--- src/design/mem_params.svh ---
`ifndef MEM_PARAMS_SVH
`define MEM_PARAMS_SVH

// bus widths.
`define MEM_ADDR_W 32
`define MEM_DATA_W 64
`define MEM_STRB_W 8

// 1024 words of 64 bits, mapped at the start of the core's RAM window.
`define MEM_DEPTH_LOG2 10
`define MEM_BASE 32'h8000_0000

// write and read response codes.
`define RESP_OKAY 2'b00
`define RESP_SLVERR 2'b10

`endif

--- src/design/mem_pkg.sv ---
`include "mem_params.svh"

package mem_pkg;

  // one data word, viewed either as byte lanes or as 32-bit halves.
  typedef union packed {
    logic [`MEM_STRB_W-1:0][7:0] bytes;
    logic [1:0][31:0] halves;
  } mem_word_u;

endpackage

--- src/design/rd_resp_fifo.sv ---
`timescale 1ns/1ps
`include "mem_params.svh"

module rd_resp_fifo import mem_pkg::*; (
  input  logic       clk,
  input  logic       rstn,
  input  logic       rd_push,
  input  logic       rd_err,
  input  mem_word_u  rd_data,
  input  logic       rready,
  output logic       rvalid,
  output mem_word_u  rdata,
  output logic [1:0] rresp,
  output logic [1:0] fifo_space
);

  mem_word_u  data_q [2];
  logic [1:0] resp_q [2];
  logic       wr_ptr;
  logic       rd_ptr;
  logic [1:0] count;
  logic       pop;

  assign pop = rvalid & rready;

  always_ff @(posedge clk) begin
    if (rstn) begin
      wr_ptr <= 1'b0;
      rd_ptr <= 1'b0;
      count  <= 2'd0;
    end else begin
      if (rd_push) begin
        wr_ptr <= ~wr_ptr;
      end
      if (pop) begin
        rd_ptr <= ~rd_ptr;
      end
      count <= count + 2'(rd_push) - 2'(pop);
    end
  end

  // an out-of-range read carries zero data.
  always_ff @(posedge clk) begin
    if (rd_push) begin
      data_q[wr_ptr] <= rd_err ? mem_word_u'('0) : rd_data;
      resp_q[wr_ptr] <= rd_err ? `RESP_SLVERR : `RESP_OKAY;
    end
  end

  assign rvalid     = (count != 2'd0);
  assign rdata      = data_q[rd_ptr];
  assign rresp      = resp_q[rd_ptr];
  assign fifo_space = 2'd2 - count;

endmodule

--- config.mk ---
export PLATFORM = sky130hd
export DESIGN_NAME = rd_resp_fifo
export DESIGN_NICKNAME = d
export VERILOG_FILES = /design/src/design/mem_pkg.sv /design/src/design/rd_resp_fifo.sv
export VERILOG_INCLUDE_DIRS = /design/src /design/src/design
export SDC_FILE = /design/constraint.sdc
export NUM_CORES = 1
export LEC_CHECK = 0
export ABC_AREA = 1
export CAP_MARGIN = 25
export CORE_ASPECT_RATIO = 0.9
export CORE_MARGIN = 2
export CORE_UTILIZATION = 46
export CTS_BUF_LIST = sky130_fd_sc_hd__clkbuf_4
export DETAILED_ROUTE_END_ITERATION = 6
export DONT_BUFFER_PORTS = 1
export PLACE_DENSITY = 0.64
export SYNTH_ARGS = -nofsm -noshare
export SYNTH_HDL_FRONTEND = slang
export SYNTH_SLANG_ARGS = --single-unit
--- constraint.sdc ---
create_clock -name clk -period 5.4 [get_ports clk]
set_input_delay 1.08 -clock clk [delete_from_list [all_inputs] [get_ports clk]]
set_output_delay 1.08 -clock clk [all_outputs]
set_load 0.1 [all_outputs]
==> qor.yml, run 1 <==
ant_nets: 0
hold_violations: 0
antenna_found_initial: 0
layout_setup_ws_ps: 1690
crit_type: "register to output pin"
crit_fanout: 2
slew_violations: 0
start_util_pct: 47.2
htree_levels: 4
fp.coreArea_um2: 12000
synthesis.area_um2: 5680
p_int_uw: 1720
syn-num-nets: 448
layout-drive-gt1-share_pct: 25.8
cap_viol_max_count: 0
wl_met1_um: 3440
post_cts_buffers: 0
grt_setup_unrepaired: "false"
numPortBuffers: 0
p_seq_share_pct: 41.2
switching_power_uw: 1430
combPwrFrac_pct: 39.1
cp-end-kind: "output pin"
wl_um: 8900
wl_met3_um: 822
cts_tree: "yes"
grt_pass1_vias: 2813
hpwl_um: 5720
crit_arrival_ps: 2630
gr-total-overflow: 0
path_clk_slew_ps: 120
clock_skew_ps: 20.9
dr.max_layer_used: "met4"
start_kind: "register"
dieArea_um2: 13200
holdPathStages: 2
final.setup.tns_ps: 0
vias_per_cell: 4.84
syn_area_per_cell_um2: 15.1
diodes: 0
die_w_um: 121
min_path_type: "register to register"
place_ws_ps: 2230
ctsLongestPathBuffers: 2
p_per_area_nw_per_um2: 519
vdd_drop_max_uv: 410
synth_cell_types: 15
p_leak_uw: 0.00245
area_growth_pct: 7.08
drc: 0
yosysTopAreaCell: "edfxtp_1"
period_needed_ps: 3710
die_h_um: 109
netlist_instances: 376
clock_latency_ps: 510
grt_pass1_wl_um: 13800
synth-seq-cells: 135
ys_warn_count: 0
grt_use_total_pct: 14.0
first_iter_violations: 165
slew_headroom_pct: 34.3
ys_seq_area_share_pct: 70.5
final_common_cell: "edfxtp_1"
clock-root-buffer: "clkbuf_4"
numCtsBuffers: 17
post_cts_resized: 0
hold_buffers: 0
drtPass1Iterations: 4
num_vias: 2686
layout_common_cells: "edfxtp_1 (130), inv_1 (74), nor2_1 (71)"
wl_met2_um: 4540
std_cell_rows: 38
cts_sinks: 135
routedWlPerCell_um: 16.0
fin_nets: 454
tightest_slew_ps: 983
synth_area_leaders: "edfxtp_1 (69%), mux2_4 (13%), inv_1 (5.0%), nor2_1 (4.8%), mux2_2 (3.0%)"
pin_count: 138
swShare_pct: 45.4
r2r_slack_ps: 2900
pwr-share-clk_pct: 19.7
max_freq_ghz: 0.270
worst-r2r-cell-count: 11
gp_congestion: 0.711
n_fill_cell: 1035
period_share_pct: 68.6
synth_top_area_share_pct: 68.8
setup_violations: 0
grt_max_degree: 67
cp.required_ps: 4320
status: "completed"
## power by group through the flow
stage                     Combinational (µW)  Clock (µW)  Sequential (µW)
after floorplan                         1260           0             1260
after global placement                  1190           0             1360
after detailed placement                1240           0             1330
after CTS                               1240         644             1300
after global routing                    1270         690             1310
final                                   1240         622             1300
## through the flow
step	power [µW]	instances	instance area, µm²	hold slack (ps)	utilization (%)
final	3160	555	6080	521	50.5
after global routing	3270	555	6080	551	50.5
after CTS	3190	555	6080	527	50.5
after detailed placement	2570	523	5810	497	48.3
after global placement	2550	522	5780	483	48.1
after floorplan	2520	376	5680	467	-
## metal layers
metal,track usage [%],up-vias
li1,-,1272
met1,14.7,1308
met4,4.49,0
met3,7.78,8
met2,24.1,98
met5,0,-
## cells in the mapped netlist
| cell | number |
|---|---|
| a21oi_1 | 1 |
| buf_2 | 8 |
| buf_4 | 2 |
| buf_6 | 6 |
| conb_1 | 1 |
| dfxtp_1 | 5 |
| edfxtp_1 | 130 |
| ha_1 | 3 |
| inv_1 | 75 |
| mux2_2 | 15 |
| mux2_4 | 50 |
| nand2_1 | 6 |
| nand3_1 | 1 |
| nor2_1 | 72 |
| nor3_1 | 1 |
## logic make-up (layout without fill, tap and decap cells)
| family | after synthesis | count (layout) | share of synthesized area, % |
|---|---|---|---|
| buffers and inverters | 91 | 110 | 7.12 |
| flip-flops | 135 | 135 | 70.5 |
| AND/OR/NAND/NOR | 80 | 80 | 5.33 |
| adder cells (fa/ha/maj) | 3 | 3 | 0.661 |
| multiplexers | 65 | 65 | 16.2 |
| AO/OA/AOI/OAI | 1 | 1 | 0.0881 |
| other | 1 | 1 | 0.0661 |
## critical path: stages, from the launching register on
cell     delay (ps)
dfxtp_1         980
inv_1           180
ha_1            340
inv_1           610
## path summary, 6_finish.rpt
| kind | start | to |
|---|---|---|
| worst max-delay path | count[0] | fifo_space[1] |
| worst min-delay path | rd_ptr | rd_ptr |
| worst max register to register | count[0] | count[1] |
| worst min register to register | rd_ptr | rd_ptr |
## sequential cells by signal (all words and copies together), names as in the netlist, named ones only
name	count
rd_ptr	1
data_q	128
wr_ptr	1
count	2
resp_q	2
## cell type report
type                            count  area, µm²  area share, %
Inverter                           75        282           4.63
Sequential cell                   135       4010           65.9
Tap cell                          160        200           3.29
Timing Repair Buffer                3       42.5          0.700
Multi-Input combinational cell    150       1280           21.0
Clock buffer                       18        135           2.22
Clock inverter                     14        135           2.22
Power figures use the tool's default switching activity.
==> inputs of run 2 (changes only) <==
--- a/config.mk
+++ b/config.mk
@@ -14,7 +14,7 @@
 export CTS_BUF_LIST = sky130_fd_sc_hd__clkbuf_4
 export DETAILED_ROUTE_END_ITERATION = 6
 export DONT_BUFFER_PORTS = 1
-export PLACE_DENSITY = 0.64
+export PLACE_DENSITY = 0.66
 export SYNTH_ARGS = -nofsm -noshare
 export SYNTH_HDL_FRONTEND = slang
 export SYNTH_SLANG_ARGS = --single-unit
==> constraint.sdc (replaced) <==
create_clock -name clk -period 3.2 [get_ports clk]
set_input_delay 0.64 -clock clk [delete_from_list [all_inputs] [get_ports clk]]
set_output_delay 0.64 -clock clk [all_outputs]
set_load 0.1 [all_outputs]
==> run 2 against run 1 <==
Sequential share of layout area fell by 0.068 points. Final cell count up 0.72%. Power rose by 67%. Final area rose by 0.10%. Global-route usage is 0.38 points higher. Sequential power up 66%. Non-clock buffer count increased by 4. Largest power group unchanged. Flip-flop and latch count stayed put. Critical endpoint is now rdata[53]. Register-to-register slack got worse by 1700 ps. Critical path depth decreased by 1.
==> qor.yml, run 2 (synthesized netlist as in run 1, its figures left out) <==
status: "completed"
die_w_um: 121
grt_pass1_wl_um: 14000
hpwl_um: 5760
gr-total-overflow: 0
drtPass1Iterations: 4
slew_violations: 0
largest_reg_flops: 128
numCtsBuffers: 17
crit_fanout: 38
clock_skew_ps: 11.5
grt_setup_unrepaired: "false"
path_clk_slew_ps: 100
final_common_cell: "edfxtp_1"
post_cts_buffers: 0
crit_type: "register to output pin"
fp.coreArea_um2: 12000
vdd_drop_max_uv: 1140
setup_violations: 0
regArea_um2: 4010
cp.buffers_inverters: 1
p_per_area_nw_per_um2: 867
holdPathStages: 1
crit_arrival_ps: 2120
final.setup.tns_ps: 0
die_h_um: 109
pin_count: 138
gp_congestion: 0.690
layout-drive-gt1-share_pct: 26.3
std_cell_rows: 38
p_leak_uw: 0.00247
cp-end-kind: "output pin"
worst-r2r-cell-count: 10
post_cts_resized: 0
drc: 0
start_kind: "register"
dieArea_um2: 13200
cp.depth: 2
cts_tree: "yes"
first_iter_violations: 144
worst_hold_slack_ps: 190
cts_sinks: 135
routedWlPerCell_um: 16.2
tightest_slew_ps: 735
reg_top3: "data_q (128), count (2), resp_q (2)"
ctsLongestPathBuffers: 2
crit_path_cell_trace: "buf_12 > mux2_4"
max_stage_delay_ps: 780
switching_power_uw: 2390
cp.required_ps: 2560
slew_headroom_pct: 50.9
swShare_pct: 45.3
area_growth_pct: 7.19
cp_slowest_cell: "dfxtp_4"
wl_um: 9060
fin_nets: 458
cap_viol_max_count: 0
max_freq_ghz: 0.362
clock-root-buffer: "clkbuf_4"
antenna_found_initial: 0
period_needed_ps: 2760
clock_latency_ps: 510
grt_pass1_vias: 2754
ant_nets: 0
period_share_pct: 86.3
start_util_pct: 47.2
num_vias: 2653
grt_max_degree: 67
diodes: 0
htree_levels: 4
p_int_uw: 2880
n_fill_cell: 1028
p_seq_share_pct: 40.9
multiInputGateArea_um2: 1280
hold_buffers: 0
hold_violations: 0
critical-path-top-delay-family: "flip-flops"
numPortBuffers: 0
combPwrFrac_pct: 40.7
vias_per_cell: 4.75
grt_use_total_pct: 14.4
top_register: "data_q"
layout_common_cells: "edfxtp_1 (130), inv_1 (74), nor2_1 (71)"
min_path_type: "input pin to register"
pwr-share-clk_pct: 18.4
## run 2: cell count changes in the layout (fill, tap and decap cells not counted), moves of 2 or more
cell | previous run | this run
buf_12 | 0 | 2
clkinvlp_4 | 5 | 1
clkbuf_4 | 18 | 21
buf_4 | 2 | 5
## run 2: area by class of cell
class | count | area share (%)
clock buffer | 21 | 2.59
clock inverter | 11 | 1.38
inverter | 75 | 4.63
multi-input combinational | 150 | 21.0
sequential | 135 | 65.9
tap | 160 | 3.29
timing repair buffer | 7 | 1.27
## run 2: per-layer routing
layer / share of wire, % / wire (µm) / GRT usage (%)
met1: 43 / 3890 / 17.1
met2: 48 / 4340 / 22.6
met3: 8.1 / 730 / 7.68
met4: 1.1 / 102 / 4.73
met5: 0 / 0 / 0
## run 2: stage by stage
stage / instance area, µm² / util, % / total power, µW / setup slack (ps) / instances
finish: 6080 / 50.6 / 5280 / 437 / 559
floorplan: 5680 / - / 4250 / 429 / 376
detailed placement: 5840 / 48.6 / 4370 / 955 / 527
CTS: 6080 / 50.6 / 5340 / 333 / 559
global placement: 5840 / 48.6 / 4340 / 974 / 527
global route: 6080 / 50.6 / 5470 / 298 / 559
## run 2: worst reg2reg max path, stage by stage (launching register included)
cell	delay (ps)
dfxtp_1	320
buf_4	280
inv_1	110
ha_1	230
nor2_1	220
ha_1	280
inv_1	50
ha_1	150
nand2_1	70
a21oi_1	150
nor2_1	60
## run 2: power groups by stage
stage	clock network (µW)	logic, µW	registers [µW]
5_1_grt	1070	2220	2180
6_report	969	2150	2160
3_3_place_gp	0	2140	2200
2_1_floorplan	0	2120	2130
4_1_cts	1010	2170	2160
3_5_place_dp	0	2170	2200
## run 2: final timing paths
check / to / startpoint / slack (ps)
setup / recovery: rdata[53] / register / 440
hold / removal: count[0] / rstn / 190
setup reg to reg: count[1] / count[0] / 1170
hold reg to reg: register / rd_ptr / 500
