--- src/design/mem_params.svh ---
`ifndef MEM_PARAMS_SVH
`define MEM_PARAMS_SVH

// bus widths.
`define MEM_ADDR_W 32
`define MEM_DATA_W 64
`define MEM_STRB_W 8

// 1024 words of 64 bits, mapped at the start of the core's RAM window.
`define MEM_DEPTH_LOG2 10
`define MEM_BASE 32'h8000_0000

// write and read response codes.
`define RESP_OKAY 2'b00
`define RESP_SLVERR 2'b10

`endif

--- src/design/mem_ctrl.sv ---
`timescale 1ns/1ps
`include "mem_params.svh"

module mem_ctrl (
  input  logic                       clk,
  input  logic                       rstn,
  input  logic                       awvalid,
  input  logic                       wvalid,
  input  logic                       arvalid,
  input  logic [`MEM_ADDR_W-1:0]     araddr,
  input  logic                       wr_pending,
  input  logic [`MEM_ADDR_W-1:0]     wr_addr,
  input  logic [1:0]                 fifo_space,
  input  logic                       bready,
  output logic                       awready,
  output logic                       wready,
  output logic                       arready,
  output logic                       bvalid,
  output logic [1:0]                 bresp,
  output logic                       ram_en,
  output logic                       ram_we,
  output logic [`MEM_DEPTH_LOG2-1:0] ram_addr,
  output logic                       wr_done,
  output logic                       rd_push,
  output logic                       rd_err
);

  localparam int OFF_W = `MEM_DEPTH_LOG2 + 3;

  // anything outside the window, including below the base, wraps to a large offset.
  function automatic logic out_of_range(input logic [`MEM_ADDR_W-1:0] addr);
    logic [`MEM_ADDR_W-1:0] off;
    off = addr - `MEM_BASE;
    return off[`MEM_ADDR_W-1:OFF_W] != '0;
  endfunction

  logic                       rd_pend_q;
  logic                       rd_oor_q;
  logic [`MEM_DEPTH_LOG2-1:0] rd_idx_q;
  logic                       rd_issue_q;
  logic                       rd_err_q;
  logic [1:0]                 rd_cnt;
  logic                       last_wr;

  logic aw_fire;
  logic w_fire;
  logic ar_fire;
  logic b_fire;
  logic wr_oor;
  logic ram_wr_req;
  logic ram_rd_req;
  logic wr_grant;
  logic rd_grant;
  logic rd_issue;

  assign aw_fire = awvalid & awready;
  assign w_fire  = wvalid & wready;
  assign ar_fire = arvalid & arready;
  assign b_fire  = bvalid & bready;

  // out-of-range accesses never touch the RAM.
  assign wr_oor     = out_of_range(wr_addr);
  assign ram_wr_req = wr_pending & ~wr_oor;
  assign ram_rd_req = rd_pend_q & ~rd_oor_q;

  // on a conflict, the side that lost last time wins.
  assign wr_grant = ram_wr_req & (~ram_rd_req | ~last_wr);
  assign rd_grant = ram_rd_req & ~wr_grant;

  assign wr_done  = wr_pending & (wr_oor | wr_grant);
  assign rd_issue = rd_pend_q & (rd_oor_q | rd_grant);

  assign ram_en   = wr_grant | rd_grant;
  assign ram_we   = wr_grant;
  assign ram_addr = wr_grant ? wr_addr[OFF_W-1:3] : rd_idx_q;

  // never accept more reads than the queue can still take.
  assign arready = (fifo_space > rd_cnt) & (~rd_pend_q | rd_issue);

  assign rd_push = rd_issue_q;
  assign rd_err  = rd_err_q;

  always_ff @(posedge clk) begin
    if (rstn) begin
      awready    <= 1'b1;
      wready     <= 1'b1;
      bvalid     <= 1'b0;
      rd_pend_q  <= 1'b0;
      rd_issue_q <= 1'b0;
      rd_cnt     <= 2'd0;
      last_wr    <= 1'b0;
    end else begin
      if (aw_fire) begin
        awready <= 1'b0;
      end else if (b_fire) begin
        awready <= 1'b1;
      end
      if (w_fire) begin
        wready <= 1'b0;
      end else if (b_fire) begin
        wready <= 1'b1;
      end
      if (wr_done) begin
        bvalid <= 1'b1;
      end else if (b_fire) begin
        bvalid <= 1'b0;
      end
      if (ar_fire) begin
        rd_pend_q <= 1'b1;
      end else if (rd_issue) begin
        rd_pend_q <= 1'b0;
      end
      rd_issue_q <= rd_issue;
      rd_cnt     <= rd_cnt + 2'(ar_fire) - 2'(rd_push);
      if (wr_grant) begin
        last_wr <= 1'b1;
      end else if (rd_grant) begin
        last_wr <= 1'b0;
      end
    end
  end

  always_ff @(posedge clk) begin
    if (ar_fire) begin
      rd_idx_q <= araddr[OFF_W-1:3];
      rd_oor_q <= out_of_range(araddr);
    end
    if (rd_issue) begin
      rd_err_q <= rd_oor_q;
    end
    if (wr_done) begin
      bresp <= wr_oor ? `RESP_SLVERR : `RESP_OKAY;
    end
  end

endmodule

--- config.mk ---
export PLATFORM = sky130hd
export DESIGN_NAME = mem_ctrl
export DESIGN_NICKNAME = d
export VERILOG_FILES = /design/src/design/mem_ctrl.sv
export VERILOG_INCLUDE_DIRS = /design/src /design/src/design
export SDC_FILE = /design/constraint.sdc
export NUM_CORES = 1
export LEC_CHECK = 0
export ABC_AREA = 1
export BUFFER_PORTS_ARGS = -buffer_cell sky130_fd_sc_hd__buf_2
export CORE_ASPECT_RATIO = 1.2
export CORE_MARGIN = 4
export CORE_UTILIZATION = 42
export CTS_BUF_LIST = sky130_fd_sc_hd__clkbuf_8
export CTS_CLUSTER_SIZE = 10
export DETAILED_ROUTE_END_ITERATION = 10
export PLACE_DENSITY = 0.87
export SYNTH_ARGS = -nofsm -noshare
export SYNTH_HDL_FRONTEND = slang
export SYNTH_SLANG_ARGS = --single-unit
export TNS_END_PERCENT = 20
--- constraint.sdc ---
create_clock -name clk -period 3.62 [get_ports clk]
set_input_delay 0.724 -clock clk [delete_from_list [all_inputs] [get_ports clk]]
set_output_delay 0.724 -clock clk [all_outputs]
set_load 0.01 [all_outputs]
==> results.md, run 1 <==
- CTS HTree Levels: 1
- Internal reg-to-reg setup slack: 1.49 ns
- Worst r2r dst: rd_cnt[1]
- # rows: 20
- Area delta synth->final: 43.89%
- Vias: 1123
- Height of the die: around 64 um
- Peak per-stage delay on the critical path: 0.14 ns
- Clock skew: 0.008355 ns
- Worst Hold End: last_wr
- Commonest non-fill, non-tap cell in the layout: buf_2
- Final Max Tran Viols: 0
- Buf+Inv Stages, Crit Path: 3
- Initial antenna violation count: 0
- Worst EP arrival: 1.82 ns
- Data required, critical path: roughly 2.9 ns
- Gr usage total: 15.07%
- Pwr Density: 380.1 nW/um^2
- DR WL/cell: 10.20 um
- Clock Sinks: 21
- Number of I/O pins: 94
- Share of cells above drive strength 1: 43.44%
- Vias in the first global route: 1011
- Yosys top cell area share: 35.29%
- DRT Pass-1 Iters: 4
- Initial Util: ~44%
- Worst setup SP type: primary input
- Core Region: 2527 um^2
- Most frequent cells in the layout: buf_2, nand2_1, inv_1
- Final Hold Viols: 0
- CP Max Fanout: 14
- Hold buffer count at CTS: 0
- Die width: about 55 um
- Largest area contributor in the netlist: edfxtp_1
- Final wirelength: 2.592 mm
- Post-Syn Nets: 210
- Buffers inserted by post-CTS timing repair: 0
- Crit-path cells: buf_2, nor2_1, nand2_1, nor2_1, nand2_1, nor2_4, nand2_4, inv_4, nand2_1, nand2_1, buf_2
- Hold Slack: 0.4816 ns
- Clk root buf: clkbuf_8
- Yosys Warn Count: 0
- Largest net degree at the start of global routing: 15
- Min-delay worst type: reg -> reg
- TritonCTS buffer count: 3
- Starting DRT DRC Count: 11
- CTS resizes: 0
- Flops & latches, synth: 21
- Peak supply drop: 0.2594 mV
- Xor-xnor portion of the synthesized cell area: 0.7919%
- Global-route wire length before repair: 3.877 mm
- Placed wire-length estimate: around 2.2 mm
- Tmin final: ~2.5 ns
- Period utilisation layout: 70.33%
- Post-route DRC: 0
- ANT cells: 0
- Largest family of logic cells by synthesized area: simple AND/OR/NAND/NOR gates
- Clock Path Buffers: 2
- Final Instance Count excl. Fillers: 254
- Synth Area in Compound Gates: approximately 4.0%
- Clock slew at reported path FFs: 0.08 ns
- Syn Std Cell Area: 1106 um^2
- Worst path slowest cell: nor2_4
- Post-synthesis simple-gate area fraction: 30.77%
- Status: completed
- Post-synthesis mux area share: 0%
- WHS Path Cells: 2
- Clk Latency, worst-skew pair: between 0.2 and 0.3 ns
- DP Worst Slack: 1.050 ns
- # port buffers: 86
- Die area: 3522 um^2
- CP delay by family, top: simple AND/OR/NAND/NOR gates
- Final setup margin: 1.074 ns
- CTS tree: done
- Hold path start: last_wr
- Critical Path End Type: output pin
- Cell total after placement: 250
- Synth area leaders: edfxtp_1, nand2_1, dfxtp_1, inv_1, nor2_1
- GR Overflow Total: 0
- Avg Synthesized Cell Area: 8.316 um^2
- Nets: 299
- Leak: 0.8760 nW
- Remaining antenna violation count after routing: 0
- Distinct cells, synth: 25
- Setup TNS: 0 ns
- Most used cell along the critical path: nand2_1
- Register area share after synthesis: between 40 and 50%
- Max-cap violations: 0
- GPL Wtd Cong: 0.7232
- WS Path Type: in -> out
- Final setup violation count: 0
- Maximum clock rate: approximately 390 MHz
- Cell count after synthesis: 133
- Post-Synth Adder-Cell Area: between 4 and 5%
- Worst reg2reg path depth: 14
- R2R Path Start: rd_oor_q
- RSZ-0062 raised after global routing: false
- Vias/cell: 4.421
[per-stage QoR]
step | util, % | total power, mW | instance area, um^2
after CTS | 62.97 | 0.6131 | 1592
final | 62.97 | 0.6050 | 1592
after global placement | 61.19 | 0.4609 | 1546
after detailed placement | 61.19 | 0.4663 | 1546
after floorplan | - | 0.3883 | 1106
after global routing | 62.97 | 0.6441 | 1592
[power breakdown]
group	total (mW)	internal, mW	switching, mW	leakage (nW)
clock	0.147	0.0755	0.0710	0.0269
combinational	0.158	0.0751	0.0833	0.666
sequential	0.300	0.289	0.0107	0.183
total	0.605	0.440	0.165	0.876
[layout make-up]
class / instances / area, um^2
Fill cell: 248 / 935.9
Multi-Input combinational cell: 91 / 446.7
Clock buffer: 3 / 41.29
Inverter: 18 / 70.07
Tap cell: 33 / 41.29
Sequential cell: 21 / 550.5
Clock inverter: 1 / 3.754
Timing Repair Buffer: 87 / 437.9
[kinds of logic (layout without fill, tap and decap cells)]
| group | after synthesis | after routing |
|---|---|---|
| AO/OA/AOI/OAI | 8 | 8 |
| XOR/XNOR | 1 | 1 |
| adder cells (fa/ha/maj) | 4 | 4 |
| buffers and inverters | 21 | 109 |
| flip-flops | 21 | 21 |
| other | 1 | 1 |
| AND/OR/NAND/NOR | 77 | 77 |
[metal layers]
layer / up-vias / track usage (%) / routed length (um)
met3: 4 / 2.331 / 340
met2: 61 / 27.22 / 1283
li1: 597 / - / -
met4: 0 / 8.100 / 44
met1: 461 / 15.51 / 923
met5: - / 0 / 0
[state kept, by name (all words and copies together), names as in the netlist]
signal and flops:
rd_idx_q 10, rd_cnt 2, awready 1, bresp 1
bvalid 1, last_wr 1, rd_err 1, rd_oor_q 1
rd_pend_q 1, rd_push 1, wready 1
[worst max path at each step]
stage	from	to	slack, ns	depth (start not counted)
final	wr_addr[28]	ram_addr[6]	1.07	11
after global routing	wr_addr[26]	ram_addr[7]	0.90	11
after CTS	wr_addr[28]	ram_addr[7]	1.05	11
after detailed placement	wr_addr[28]	ram_addr[7]	1.05	11
after global placement	wr_addr[28]	ram_addr[7]	1.08	11
after floorplan	fifo_space[1]	rd_idx_q[0]	1.17	5
[worst min-delay path: stages, from the launching register on]
cell and delay (ns):
dfxtp_1 0.32, nand2_1 0.08, a21oi_2 0.05
[synth_stat cells]
master and number:
a21oi_1 2, a21oi_2 1, buf_12 1, buf_4 1, buf_6 1, conb_1 1, dfxtp_1 8, edfxtp_1 13
ha_1 4, inv_1 17, inv_4 1, nand2_1 47, nand2_2 1, nand2_4 1, nand3_1 2, nand3b_1 1
nand4_1 1, nor2_1 15, nor2_4 1, nor3_1 2, nor3b_1 1, nor3b_2 1, nor4_1 4, o21ai_0 5
xor2_1 1
No activity file was read; power rests on OpenSTA's default activity.
==> run 2: changes to the inputs <==
CORE_UTILIZATION = 39   (was 42)
PLACE_DENSITY = 0.82   (was 0.87)
clock period = 2.5 ns   (was 3.62 ns; I/O delays follow)
==> results.md, run 2 (synthesized netlist as in run 1, its figures left out) <==
- Status: completed
- Clock Path Buffers: 2
- Post-route DRC: 0
- Critical Path End Type: output pin
- TritonCTS buffer count: 3
- Number of I/O pins: 94
- Data required, critical path: ~2.0 ns
- Clock Sinks: 21
- Worst EP arrival: 1.58 ns
- Gr usage total: 13.72%
- Remaining antenna violation count after routing: 0
- Final Cell Area: 1592 um^2
- Register with the most flip-flops: rd_idx_q
- Cell Area, Placed: about 1500 um^2
- Top Registers: rd_idx_q (10), rd_cnt (2)
- Min-delay worst type: in -> reg
- Maximum clock rate: 479.7 MHz
- GR Overflow Total: 0
- CP Max Fanout: 14
- Nets: 299
- Worst path slowest cell: nor2_4
- Clk Latency, worst-skew pair: about 0.25 ns
- Crit-path cells: buf_2, nor2_1, nand2_1, nor2_1, nand2_1, nor2_4, nand2_4, inv_4, nand2_1, nand2_1, buf_2
- Period utilisation layout: 83.39%
- Global-route wire length before repair: 4.050 mm
- Vias in the first global route: 1043
- DR WL/cell: 10.02 um
- Total chip power: 869.1 uW
- Die width: 56.62 um
- ANT cells: 0
- Die area: 3756 um^2
- Final setup violation count: 0
- Pwr Density: 546.1 nW/um^2
- Buffers inserted by post-CTS timing repair: 0
- Starting DRT DRC Count: 23
- RSZ-0062 raised after global routing: false
- Worst setup SP type: primary input
- Final Hold Viols: 0
- Final wirelength: 2.546 mm
- Max reg flops: 10
- Area delta synth->final: 43.89%
- Most used cell along the critical path: nand2_1
- GPL Wtd Cong: 0.6907
- Setup TNS: 0 ns
- Vias: 1111
- Peak supply drop: 0.3815 mV
- Initial antenna violation count: 0
- CTS tree: done
- Vias/cell: 4.374
- Max-cap violations: 0
- Hold buffer count at CTS: 0
- Initial Util: 42.10%
- # rows: 20
- Final Max Tran Viols: 0
- # port buffers: 86
- Tmin final: roughly 2.1 ns
- Commonest non-fill, non-tap cell in the layout: buf_2
- CTS HTree Levels: 1
- Leak: 0.8760 nW
- Core Region: 2628 um^2
- Final Instance Count excl. Fillers: 254
- DRT Pass-1 Iters: 4
- Height of the die: 66.34 um
- Share of cells above drive strength 1: 43.44%
- Peak per-stage delay on the critical path: 0.14 ns
- Largest net degree at the start of global routing: 15
- Clock slew at reported path FFs: 0.07 ns
- Hold Slack: 0.4221 ns
- WS Path Type: in -> out
- CTS resizes: 0
- Clk root buf: clkbuf_8
- Cell total after placement: between 200 and 300
- Placed wire-length estimate: 2.239 mm
- Clock skew: roughly 0.0023 ns
- Most frequent cells in the layout: buf_2, nand2_1, inv_1
[run 2: cell counts in the layout (fill, tap and decap cells not counted)]
No cell type changed its count.
[run 2: layer usage]
layer  vias up  global-route usage, %  wire, um
met4         0                  7.122        34
met5         -                      0         0
li1        595                      -         -
met2        60                  24.71      1205
met3         2                  2.734       315
met1       454                  15.04       991
[run 2: power breakdown]
| group | switching, mW | internal (mW) | leakage [nW] |
|---|---|---|---|
| clock | 0.0945 | 0.109 | 0.0269 |
| sequential | 0.0155 | 0.419 | 0.183 |
| combinational | 0.122 | 0.110 | 0.666 |
[run 2: area by class of cell]
class                   count  area (um^2)
well taps                  33        41.29
inverters                  18        70.07
repair buffers             87        437.9
multi-input cells          91        446.7
clock inverters             1        3.754
flip-flops and latches     21        550.5
fillers                   270         1036
clock buffers               3        41.29
[run 2: worst max-delay path: cells and delay by family]
family	cells	cell delay, ns
simple gates	8	0.72
buf+inv	3	0.36
[run 2: worst paths after layout]
kind	slack, ns	endpoint	cells past startpoint	from
max	0.42	ram_addr[4]	11	wr_addr[30]
min	0.42	rd_idx_q[6]	1	araddr[9]
max reg2reg	0.42	rd_cnt[1]	14	rd_oor_q
min reg2reg	0.48	bvalid	2	bvalid
[run 2: stage by stage]
step	setup slack, ns	utilization, %
finish	0.4153	60.57
floorplan	0.2734	-
CTS	0.3857	60.57
detailed placement	0.2344	58.86
global placement	0.2444	58.86
global route	0.2037	60.57
